File: config.mk
export PLATFORM = sky130hd
export DESIGN_NAME = frontEnd
export DESIGN_NICKNAME = d
export VERILOG_FILES = /design/src/hw/corePkg.sv /design/src/hw/fetchIf.sv /design/src/hw/fetchUnit.sv /design/src/hw/decoder.sv /design/src/hw/extend.sv /design/src/hw/operandSelect.sv /design/src/hw/regFile.sv /design/src/hw/decode.sv /design/src/hw/frontEnd.sv
export SDC_FILE = /design/constraint.sdc
export NUM_CORES = 2
export LEC_CHECK = 0
export ABC_CLOCK_PERIOD_IN_PS = 37300
export BUFFER_PORTS_ARGS = -buffer_cell sky130_fd_sc_hd__buf_2
export CAP_MARGIN = 20
export CORE_MARGIN = 1
export CORE_UTILIZATION = 50
export CTS_CLUSTER_DIAMETER = 150
export CTS_CLUSTER_SIZE = 12
export DETAILED_ROUTE_END_ITERATION = 7
export PLACE_DENSITY = 0.66
export SLEW_MARGIN = 20
export SYNTH_ARGS = -nofsm -noshare
export SYNTH_HDL_FRONTEND = slang
export SYNTH_SLANG_ARGS = --single-unit
File: constraint.sdc
create_clock -name clk -period 37.3 [get_ports clk]
set_input_delay 3.73 -clock clk [delete_from_list [all_inputs] [get_ports clk]]
set_output_delay 3.73 -clock clk [all_outputs]
set_load 0.02 [all_outputs]
File: src/hw/corePkg.sv
package corePkg;

    typedef logic [63:0] word_t;
    typedef logic [63:0] addr_t;
    typedef logic [31:0] inst_t;
    typedef logic [4:0]  creg_addr_t;
    typedef logic [6:0]  opcode_t;

    // base opcodes of the supported subset
    localparam opcode_t OPC_OP     = 7'b0110011;
    localparam opcode_t OPC_OPIMM  = 7'b0010011;
    localparam opcode_t OPC_LUI    = 7'b0110111;
    localparam opcode_t OPC_AUIPC  = 7'b0010111;
    localparam opcode_t OPC_JAL    = 7'b1101111;
    localparam opcode_t OPC_JALR   = 7'b1100111;
    localparam opcode_t OPC_BRANCH = 7'b1100011;
    localparam opcode_t OPC_LOAD   = 7'b0000011;
    localparam opcode_t OPC_STORE  = 7'b0100011;

    typedef enum logic [3:0] {
        ADD,
        SUB,
        ADDI,
        LUI,
        AUIPC,
        JAL,
        JALR,
        BEQ,
        LD,
        SW,
        SD,
        ILLEGAL
    } op_t;

    // operand selector codes
    typedef enum logic [1:0] {
        SRCA_REG,
        SRCA_PC,
        SRCA_ZERO
    } srcA_t;

    typedef enum logic [1:0] {
        SRCB_REG,
        SRCB_IMM,
        SRCB_ZERO
    } srcB_t;

    typedef enum logic [2:0] {
        IMM_I,
        IMM_S,
        IMM_B,
        IMM_U,
        IMM_J,
        IMM_NONE
    } immFmt_t;

    typedef enum logic [1:0] {
        IDLE,
        BUS,
        HOLD
    } fetchState_t;

endpackage

File: src/hw/fetchIf.sv
`timescale 1ns/1ps

interface fetchIf import corePkg::*; ();

    addr_t pc;
    inst_t instruction;
    logic  valid;
    logic  ready;

    modport producer (
        output pc,
        output instruction,
        output valid,
        input  ready
    );

    modport consumer (
        input  pc,
        input  instruction,
        input  valid,
        output ready
    );

endinterface

File: src/hw/fetchUnit.sv
`timescale 1ns/1ps

module fetchUnit import corePkg::*; #(
    parameter addr_t resetPc = '0
) (
    input  logic     clk,
    input  logic     rstN,
    input  logic     fetchEn,
    output addr_t    wbAdr,
    output logic     wbCyc,
    output logic     wbStb,
    input  inst_t    wbDatIn,
    input  logic     wbAck,
    fetchIf.producer fetch
);

    fetchState_t state, stateNext;
    addr_t pc;
    inst_t instReg;

    always_comb begin
        stateNext = state;
        case (state)
            IDLE: begin
                if (fetchEn)
                    stateNext = BUS;
            end
            BUS: begin
                if (wbAck)
                    stateNext = HOLD;
            end
            HOLD: begin
                // next read goes out right after the handoff
                if (fetch.ready)
                    stateNext = fetchEn ? BUS : IDLE;
            end
            default: stateNext = IDLE;
        endcase
    end

    always_ff @(posedge clk or negedge rstN) begin
        if (!rstN) begin
            state <= IDLE;
            pc    <= resetPc;
        end else begin
            state <= stateNext;
            if (state == HOLD && fetch.ready)
                pc <= pc + 64'd4;
        end
    end

    always_ff @(posedge clk) begin
        if (state == BUS && wbAck)
            instReg <= wbDatIn;
    end

    assign wbCyc = (state == BUS);
    assign wbStb = wbCyc;
    assign wbAdr = pc;

    assign fetch.pc          = pc;
    assign fetch.instruction = instReg;
    assign fetch.valid       = (state == HOLD);

endmodule

File: src/hw/decoder.sv
`timescale 1ns/1ps

module decoder import corePkg::*; (
    input  inst_t      instruction,
    output op_t        op,
    output immFmt_t    immFmt,
    output srcA_t      srcASel,
    output srcB_t      srcBSel,
    output creg_addr_t rd,
    output logic       regWrite
);

    opcode_t opcode;
    logic [2:0] funct3;
    logic [6:0] funct7;

    assign opcode = instruction[6:0];
    assign funct3 = instruction[14:12];
    assign funct7 = instruction[31:25];

    always_comb begin
        op = ILLEGAL;
        case (opcode)
            OPC_OP: begin
                if (funct3 == 3'b000 && funct7 == 7'b0000000)
                    op = ADD;
                else if (funct3 == 3'b000 && funct7 == 7'b0100000)
                    op = SUB;
            end
            OPC_OPIMM:  op = (funct3 == 3'b000) ? ADDI : ILLEGAL;
            OPC_LUI:    op = LUI;
            OPC_AUIPC:  op = AUIPC;
            OPC_JAL:    op = JAL;
            OPC_JALR:   op = (funct3 == 3'b000) ? JALR : ILLEGAL;
            OPC_BRANCH: op = (funct3 == 3'b000) ? BEQ : ILLEGAL;
            OPC_LOAD:   op = (funct3 == 3'b011) ? LD : ILLEGAL;
            OPC_STORE: begin
                if (funct3 == 3'b010)
                    op = SW;
                else if (funct3 == 3'b011)
                    op = SD;
            end
            default: op = ILLEGAL;
        endcase
    end

    // control fields follow from the operation alone
    always_comb begin
        immFmt   = IMM_NONE;
        srcASel  = SRCA_ZERO;
        srcBSel  = SRCB_ZERO;
        regWrite = 1'b0;
        case (op)
            ADD, SUB: begin
                srcASel  = SRCA_REG;
                srcBSel  = SRCB_REG;
                regWrite = 1'b1;
            end
            ADDI, LD, JALR: begin
                immFmt   = IMM_I;
                srcASel  = SRCA_REG;
                srcBSel  = SRCB_IMM;
                regWrite = 1'b1;
            end
            SW, SD: begin
                immFmt  = IMM_S;
                srcASel = SRCA_REG;
                srcBSel = SRCB_IMM;
            end
            BEQ: begin
                immFmt  = IMM_B;
                srcASel = SRCA_REG;
                srcBSel = SRCB_REG;
            end
            LUI: begin
                immFmt   = IMM_U;
                srcBSel  = SRCB_IMM;
                regWrite = 1'b1;
            end
            AUIPC: begin
                immFmt   = IMM_U;
                srcASel  = SRCA_PC;
                srcBSel  = SRCB_IMM;
                regWrite = 1'b1;
            end
            JAL: begin
                immFmt   = IMM_J;
                srcASel  = SRCA_PC;
                srcBSel  = SRCB_IMM;
                regWrite = 1'b1;
            end
            default: ;
        endcase
    end

    // rd only reported for ops that write back
    assign rd = regWrite ? instruction[11:7] : '0;

endmodule

File: src/hw/extend.sv
`timescale 1ns/1ps

module extend import corePkg::*; (
    input  inst_t   instruction,
    input  immFmt_t immFmt,
    output word_t   imm
);

    logic sign;

    assign sign = instruction[31];

    always_comb begin
        case (immFmt)
            IMM_I: imm = {{52{sign}}, instruction[31:20]};
            IMM_S: imm = {{52{sign}}, instruction[31:25], instruction[11:7]};
            IMM_B: begin
                imm = {{51{sign}}, instruction[31], instruction[7],
                       instruction[30:25], instruction[11:8], 1'b0};
            end
            // upper immediate, sign extended past bit 31 on rv64
            IMM_U: imm = {{32{sign}}, instruction[31:12], 12'b0};
            IMM_J: begin
                imm = {{43{sign}}, instruction[31], instruction[19:12],
                       instruction[20], instruction[30:21], 1'b0};
            end
            default: imm = '0;
        endcase
    end

endmodule

File: src/hw/operandSelect.sv
`timescale 1ns/1ps

module operandSelect import corePkg::*; (
    input  addr_t pc,
    input  word_t rd1,
    input  word_t rd2,
    input  word_t imm,
    input  srcA_t srcASel,
    input  srcB_t srcBSel,
    output word_t srca,
    output word_t srcb
);

    always_comb begin
        case (srcASel)
            SRCA_REG: srca = rd1;
            SRCA_PC:  srca = word_t'(pc);
            default:  srca = '0;
        endcase
    end

    always_comb begin
        case (srcBSel)
            SRCB_REG: srcb = rd2;
            SRCB_IMM: srcb = imm;
            default:  srcb = '0;
        endcase
    end

endmodule

File: src/hw/regFile.sv
`timescale 1ns/1ps

module regFile import corePkg::*; (
    input  logic       clk,
    input  logic       rstN,
    input  creg_addr_t ra1,
    input  creg_addr_t ra2,
    output word_t      rd1,
    output word_t      rd2,
    input  logic       rfWe,
    input  creg_addr_t rfWaddr,
    input  word_t      rfWdata
);

    // x0 has no storage
    word_t regs [31:1];

    always_ff @(posedge clk or negedge rstN) begin
        if (!rstN) begin
            for (int i = 1; i < 32; i++)
                regs[i] <= '0;
        end else if (rfWe && rfWaddr != '0) begin
            regs[rfWaddr] <= rfWdata;
        end
    end

    // no bypass, a write shows up the cycle after
    assign rd1 = (ra1 == '0) ? '0 : regs[ra1];
    assign rd2 = (ra2 == '0) ? '0 : regs[ra2];

endmodule

File: src/hw/decode.sv
`timescale 1ns/1ps

module decode import corePkg::*; (
    input  logic       clk,
    input  logic       rstN,
    fetchIf.consumer   fetch,
    output creg_addr_t ra1,
    output creg_addr_t ra2,
    input  word_t      rd1,
    input  word_t      rd2,
    input  logic       decReady,
    output logic       decValid,
    output addr_t      decPc,
    output op_t        decOp,
    output creg_addr_t decRd,
    output logic       decRegWrite,
    output word_t      decSrca,
    output word_t      decSrcb,
    output word_t      decImm,
    output word_t      decMemData,
    output word_t      decPcData
);

    op_t        op;
    immFmt_t    immFmt;
    srcA_t      srcASel;
    srcB_t      srcBSel;
    creg_addr_t rd;
    logic       regWrite;
    word_t      imm;
    word_t      srca, srcb;
    logic       take;

    decoder uDecoder (
        .instruction(fetch.instruction),
        .op(op),
        .immFmt(immFmt),
        .srcASel(srcASel),
        .srcBSel(srcBSel),
        .rd(rd),
        .regWrite(regWrite)
    );

    extend uExtend (
        .instruction(fetch.instruction),
        .immFmt(immFmt),
        .imm(imm)
    );

    operandSelect uOperandSelect (
        .pc(fetch.pc),
        .rd1(rd1),
        .rd2(rd2),
        .imm(imm),
        .srcASel(srcASel),
        .srcBSel(srcBSel),
        .srca(srca),
        .srcb(srcb)
    );

    assign ra1 = fetch.instruction[19:15];
    assign ra2 = fetch.instruction[24:20];

    // accept when the output slot is free or draining this cycle
    assign fetch.ready = !decValid || decReady;
    assign take        = fetch.valid && fetch.ready;

    always_ff @(posedge clk or negedge rstN) begin
        if (!rstN)
            decValid <= 1'b0;
        else if (take)
            decValid <= 1'b1;
        else if (decReady)
            decValid <= 1'b0;
    end

    always_ff @(posedge clk) begin
        if (take) begin
            decPc       <= fetch.pc;
            decOp       <= op;
            decRd       <= rd;
            decRegWrite <= regWrite;
            decSrca     <= srca;
            decSrcb     <= srcb;
            decImm      <= imm;
            decMemData  <= (op == SW || op == SD) ? rd2 : '0;
            decPcData   <= (op == JALR) ? rd1 : '0;
        end
    end

endmodule

File: src/hw/frontEnd.sv
`timescale 1ns/1ps

module frontEnd import corePkg::*; #(
    parameter addr_t resetPc = '0
) (
    input  logic       clk,
    input  logic       rstN,
    input  logic       fetchEn,
    output addr_t      wbAdr,
    output logic       wbCyc,
    output logic       wbStb,
    input  inst_t      wbDatIn,
    input  logic       wbAck,
    input  logic       rfWe,
    input  creg_addr_t rfWaddr,
    input  word_t      rfWdata,
    input  logic       decReady,
    output logic       decValid,
    output addr_t      decPc,
    output op_t        decOp,
    output creg_addr_t decRd,
    output logic       decRegWrite,
    output word_t      decSrca,
    output word_t      decSrcb,
    output word_t      decImm,
    output word_t      decMemData,
    output word_t      decPcData
);

    creg_addr_t ra1, ra2;
    word_t      rd1, rd2;

    fetchIf fetchBus ();

    fetchUnit #(
        .resetPc(resetPc)
    ) uFetchUnit (
        .clk(clk),
        .rstN(rstN),
        .fetchEn(fetchEn),
        .wbAdr(wbAdr),
        .wbCyc(wbCyc),
        .wbStb(wbStb),
        .wbDatIn(wbDatIn),
        .wbAck(wbAck),
        .fetch(fetchBus.producer)
    );

    decode uDecode (
        .clk(clk),
        .rstN(rstN),
        .fetch(fetchBus.consumer),
        .ra1(ra1),
        .ra2(ra2),
        .rd1(rd1),
        .rd2(rd2),
        .decReady(decReady),
        .decValid(decValid),
        .decPc(decPc),
        .decOp(decOp),
        .decRd(decRd),
        .decRegWrite(decRegWrite),
        .decSrca(decSrca),
        .decSrcb(decSrcb),
        .decImm(decImm),
        .decMemData(decMemData),
        .decPcData(decPcData)
    );

    regFile uRegFile (
        .clk(clk),
        .rstN(rstN),
        .ra1(ra1),
        .ra2(ra2),
        .rd1(rd1),
        .rd2(rd2),
        .rfWe(rfWe),
        .rfWaddr(rfWaddr),
        .rfWdata(rfWdata)
    );

endmodule

* Yosys cells after proc, flatten, opt, wreduce, memory -nomap -nowiden
Index checks and enable logic that the tools add are counted.
Storage, ports and cells: register bits 2477, output and inout port bits 461, logic and storage cells 143
Operators by class: $add $sub $neg 1, order comparisons 4, equal/unequal tests 33, multiplexer cells 32, reduce and logical (&&, ||, !) cells 29
Operators with widths (number):
- 1984-bit bitwise mux | 1
- 64-bit binary-select mux with 5-bit select | 2
- 64-bit demux with 5-bit select | 1
- 64-bit 2-to-1 mux | 5
- 64-bit one-hot mux with 5 select lines | 1
- 64-bit one-hot mux with 2 select lines | 2
- 64-bit by 3-bit adder with 64-bit output, second input constant | 1
- 4-bit one-hot mux with 9 select lines | 1
- 7-bit by 6-bit equality test with 1-bit output, second input constant | 4
- 8-bit OR reduction | 3
- 7-bit equality test, second input constant | 3
- 4-bit 2-to-1 mux | 5
- 5-bit by 6-bit < comparator with 1-bit output, second input constant | 3
- 4-bit by 3-bit equality test with 1-bit output, second input constant | 4
- 3-bit one-hot mux with 5 select lines | 1
- 7-bit by 5-bit equality test with 1-bit output, second input constant | 2
- 3-bit by 2-bit equality test with 1-bit output, second input constant | 4
- 4-bit equality test, second input constant | 3
- 5-bit logical NOT | 2
- 2-bit 2-to-1 mux | 5
- 4-bit by 2-bit equality test with 1-bit output, second input constant | 2
- 2-bit one-hot mux with 2 select lines | 2
- 7-bit by 2-bit equality test with 1-bit output, second input constant | 1
- 7-bit logical NOT | 1
- other kinds (21) | 40

* Logic depth before layout (Yosys ltp)
depth after elaboration 11, gate-level depth with buffers 12, gate-level depth less buffers 7

* Modules after synthesis
From an unflattened synthesis, not the netlist that was laid out.
Second synthesis, totals: cells, all modules 8711, area, all modules 127065.6 µm²
By module, submodules not included:
- regFile | times used 1, cells an instance 7278, area an instance 106211.9 µm²
- decode | times used 1, cells an instance 559, area an instance 12961.2 µm²
- fetchUnit | times used 1, cells an instance 378, area an instance 4499.3 µm²
- operandSelect | times used 1, cells an instance 284, area an instance 2025.7 µm²
- extend | times used 1, cells an instance 126, area an instance 780.7 µm²
- decoder | times used 1, cells an instance 86, area an instance 586.8 µm²

* Worst setup path after synthesis
No wires, ideal clock.
kind input to register, from in decReady, to reg uFetchUnit.pc[3] (netlist: uFetchUnit.fetch.pc[3]), setup time 145 ps, data arrival time 20851 ps, data required time 37155 ps, setup slack 16304 ps, stages 3, cells stage by stage nor2b_1 nor2_1 mux2_2
Between the ends: cells in the longest elaborated chain, start to end 2
Ends and longest elaborated chain:
- start: declaration | RTL line frontEnd.sv:17 | input logic decReady,
- 1-bit logical OR | RTL line decode.sv:65 | assign fetch.ready = !decValid || decReady;
- 1-bit logical AND
- named net uDecode.take | RTL line decode.sv:32 | logic take;
- end signal: assignment | RTL line fetchUnit.sv:44 | pc <= resetPc;
- end signal: assignment | RTL line fetchUnit.sv:48 | pc <= pc + 64'd4;
- end: declaration | RTL line fetchUnit.sv:18 | addr_t pc;
The timed path passes the listed nets, and every way through them passes these cells. A chain may end at the register's enable or synchronous reset.

* Worst setup path in the final report
from reg uFetchUnit.instReg[15] (netlist: uFetchUnit.fetch.instruction[15]), to reg uDecode.decSrca[41] (data pin)
Between the ends: cells in the longest elaborated chain, start to end 4, elaborated cells on any way between the ends 5
Ends and longest elaborated chain:
- start: declaration | RTL line fetchUnit.sv:19 | inst_t instReg;
- start signal: assignment | RTL line fetchUnit.sv:54 | instReg <= wbDatIn;
- 64-bit binary-select mux with 5-bit select | RTL line regFile.sv:28 | assign rd1 = (ra1 == '0) ? '0 : regs[ra1];
- 64-bit 2-to-1 mux (implied by the code) | RTL line regFile.sv:28
- 64-bit 2-to-1 mux (*) | RTL line regFile.sv:28
- 64-bit one-hot mux with 2 select lines (*) | RTL line operandSelect.sv:15 | case (srcASel)
- end signal: assignment | RTL line decode.sv:83 | decSrca <= srca;
- end: declaration | RTL line decode.sv:17 | output word_t decSrca,
Every way passes the cells marked *; elsewhere a longest branch is shown, timed or not. The select of a mux whose other input is x is not followed.

==> results.json <==
{
  "drcViolationCount": 0,
  "drv_slew": 0,
  "clock_skew_ns": 0.0491,
  "place_ws_ns": 29.96,
  "ys_ff_latch": 2441,
  "setup_slack_ns": 30.47,
  "grt_max_degree": 178,
  "grt_first_pass_wirelength_um": 538000,
  "cts_hold_buf": 0,
  "ys_seq_area_frac": 0.515,
  "rsz0062_at_grt": "false",
  "track_usage": 0.301,
  "final_area_um2": 134000,
  "placedCellCount": 10636,
  "fin_cells": 10949,
  "power_mw": 7.91,
  "yosysTopAreaCell": "dfrtp_1",
  "drive_gt1_frac": 0.557,
  "yosysWarnings": 0,
  "rows": 181,
  "fin_tns_setup_ns": 0,
  "fp.dieH_um": 497,
  "holdWs_ns": 0.512,
  "numCtsBuffers": 221,
  "leakagePower_nw": 56.6,
  "cp-end-kind": "flip-flop",
  "die_x_um": 497,
  "place_congestion": 0.852,
  "routed_wl_um": 368000,
  "h-tree-depth": 4,
  "drtIter0Drc": 6688,
  "yosysTopAreaCellShare": 0.419,
  "synth_cells": 7492,
  "critical_path_class": "flip-flop to flip-flop",
  "final-seq-area_um2": 63000,
  "drt_first_pass_iters": 6,
  "path_clk_slew_ns": 0.06,
  "outcome": "finished clean",
  "startpoint_type": "flip-flop",
  "core_um2": 243000,
  "power_density_nw_per_um2": 59.0,
  "slew_headroom": 0.189,
  "tightest_slew_ns": 1.21,
  "hold_viol_final": 0,
  "utilization": 0.550,
  "worstPathRequired_ns": 37.91,
  "grt_pass1_vias": 76306,
  "hp-class": "flip-flop to flip-flop",
  "initial_core_util": 0.503,
  "cts_tree": "done",
  "avgSynthCellArea_um2": 16.3,
  "setup_violations": 0,
  "cts.sinks": 2441,
  "synth-edff-count": 392,
  "insertion_delay_ns": 0.88,
  "area_growth_pct": 9.41,
  "postCtsSetupBuffers": 0,
  "cp_max_fo": 47,
  "syn_area_um2": 122000,
  "cts_buffer_depth": 3,
  "root_buffer": "clkbuf_16",
  "fillCellCount": 19305,
  "vias": 73366,
  "place_area_um2": 128000,
  "post_cts_resized": 0,
  "fmax_mhz": 146,
  "ir_drop_v": 0.0000498,
  "layout.nets": 7765,
  "die-area_um2": 247000,
  "finalCritPeriodShare": 0.183,
  "multi_input_area_um2": 56400,
  "overflow": 0,
  "synth_ff_type": "dfrtp_1",
  "synth-async-reset-ratio": 0.839,
  "io_buffers": 563,
  "arrival_ns": 7.44,
  "ys_top_cells_by_area": "dfrtp_1 (42%), mux4_2 (21%), mux2_2 (19%), edfxtp_1 (9.6%), clkbuf_1 (1.8%)",
  "antenna_found_initial": 32,
  "io_pins": 568,
  "antenna_left": 0,
  "period_needed_ns": 6.83,
  "synth_cell_types": 72,
  "drv_cap": 0,
  "via_per_inst": 6.70,
  "wl_per_cell_um": 33.7,
  "dpl.hpwl_um": 212000
}
-- layout make-up --
class | instances | area share
Sequential cell | 2441 | 0.471
Clock inverter | 9 | 0.00129
Inverter | 16 | 0.000449
Clock buffer | 284 | 0.0439
Multi-Input combinational cell | 4250 | 0.421
Tap cell | 3202 | 0.0299
Timing Repair Buffer | 727 | 0.0321
Antenna cell | 20 | 0.000374
-- cell usage after synthesis, types with 7 or more instances --
master / count
nor2_1: 169
xor2_1: 17
o21ai_1: 35
nand3_1: 26
mux2i_1: 135
buf_1: 94
edfxtp_1: 392
clkbuf_1: 601
mux2_2: 2117
buf_2: 47
dfrtp_1: 2049
o2bb2ai_1: 7
mux4_2: 1143
o21ai_2: 28
a22o_1: 127
nor2b_1: 18
nand2_1: 165
buf_6: 8
and3_1: 12
nor4_1: 7
o211ai_1: 20
nand4_1: 20
and2_1: 13
xnor2_1: 45
buf_4: 38
o21ai_0: 50
inv_1: 16
-- flip-flops by register name (all words and copies together), names as in the netlist --
name                          flops
uDecode.decSrca                  64
uFetchUnit.fetch.pc              62
uRegFile.regs                  1984
uDecode.decPc                    62
uDecode.decRd                     5
uDecode.decPcData                64
uDecode.decRegWrite               1
uDecode.decSrcb                  64
uDecode.decOp                     4
uDecode.decValid                  1
uFetchUnit.state                  2
uDecode.decImm                   32
uDecode.decMemData               64
uFetchUnit.fetch.instruction     32
-- per-layer routing --
metal  GRT usage  up-vias  wire, um
li1            -    29329         -
met1       0.412    40523    151000
met2       0.488     2813    179000
met3      0.0458      683     23400
met4       0.113       18     14500
met5           0        -       114
-- power by group --
part / internal (mW) / leakage (nW) / switching (mW)
logic: 1.18 / 23.7 / 1.07
registers: 3.23 / 30.0 / 0.343
clock network: 1.09 / 2.93 / 1.00
-- final timing paths --
kind	from	endpoint	slack (ns)	depth (start not counted)
setup / recovery	uFetchUnit.fetch.instruction[15]	uDecode.decSrca[41]	30.47	10
min in group asynchronous	rstN	uFetchUnit.fetch.pc[57]	2.83	1
hold reg to reg	uFetchUnit.fetch.pc[62]	uDecode.decPc[62]	0.51	0
max in group asynchronous	rstN	uRegFile.regs[1173]	31.05	4
setup reg to reg	uFetchUnit.fetch.instruction[15]	uDecode.decSrca[41]	30.47	10
hold / removal	uFetchUnit.fetch.pc[62]	uDecode.decPc[62]	0.51	0
-- logic make-up (layout without fill, tap and decap cells) --
family | after synthesis | after routing | synth area share
DFF | 2441 | 2441 | 0.515
buffers and inverters | 804 | 1036 | 0.0268
adders and majority gates | 1 | 1 | 0.000102
muxes | 3395 | 3395 | 0.416
other | 1 | 24 | 0.0000306
and+or+nand+nor | 485 | 485 | 0.0186
AOI/OAI and AO/OA | 303 | 303 | 0.0186
xor gates and xnor gates | 62 | 62 | 0.00444
-- placed cells by master (no fill, tap or decap), types with 13 or more instances in the layout --
master     instances
nor2b_1           17
and2_1            13
nand3_1           26
nand4_1           20
o211ai_1          20
nor2_4            19
buf_12            18
a22o_1           127
nor2_1           150
xor2_1            17
nand2_4           15
edfxtp_1         392
mux2i_1          134
mux4_2          1143
o21ai_0           49
nand2_1          150
clkbuf_1          58
xnor2_1           45
o21ai_1           35
inv_1             16
dfrtp_1         2049
clkbuf_16        226
diode_2           20
buf_2            562
mux2_2          2116
buf_4            143
o21ai_2           27
-- critical path, stage by stage, from the launching register on --
cell and delay (ns):
edfxtp_1 0.32, buf_4 0.69, buf_4 0.74, buf_4 0.72, buf_4 0.67, buf_4 0.85
buf_4 0.71, mux4_2 0.59, mux4_2 0.48, mux2i_1 0.49, o21ai_2 0.11
Note: power is estimated with default switching activity, not from simulation.
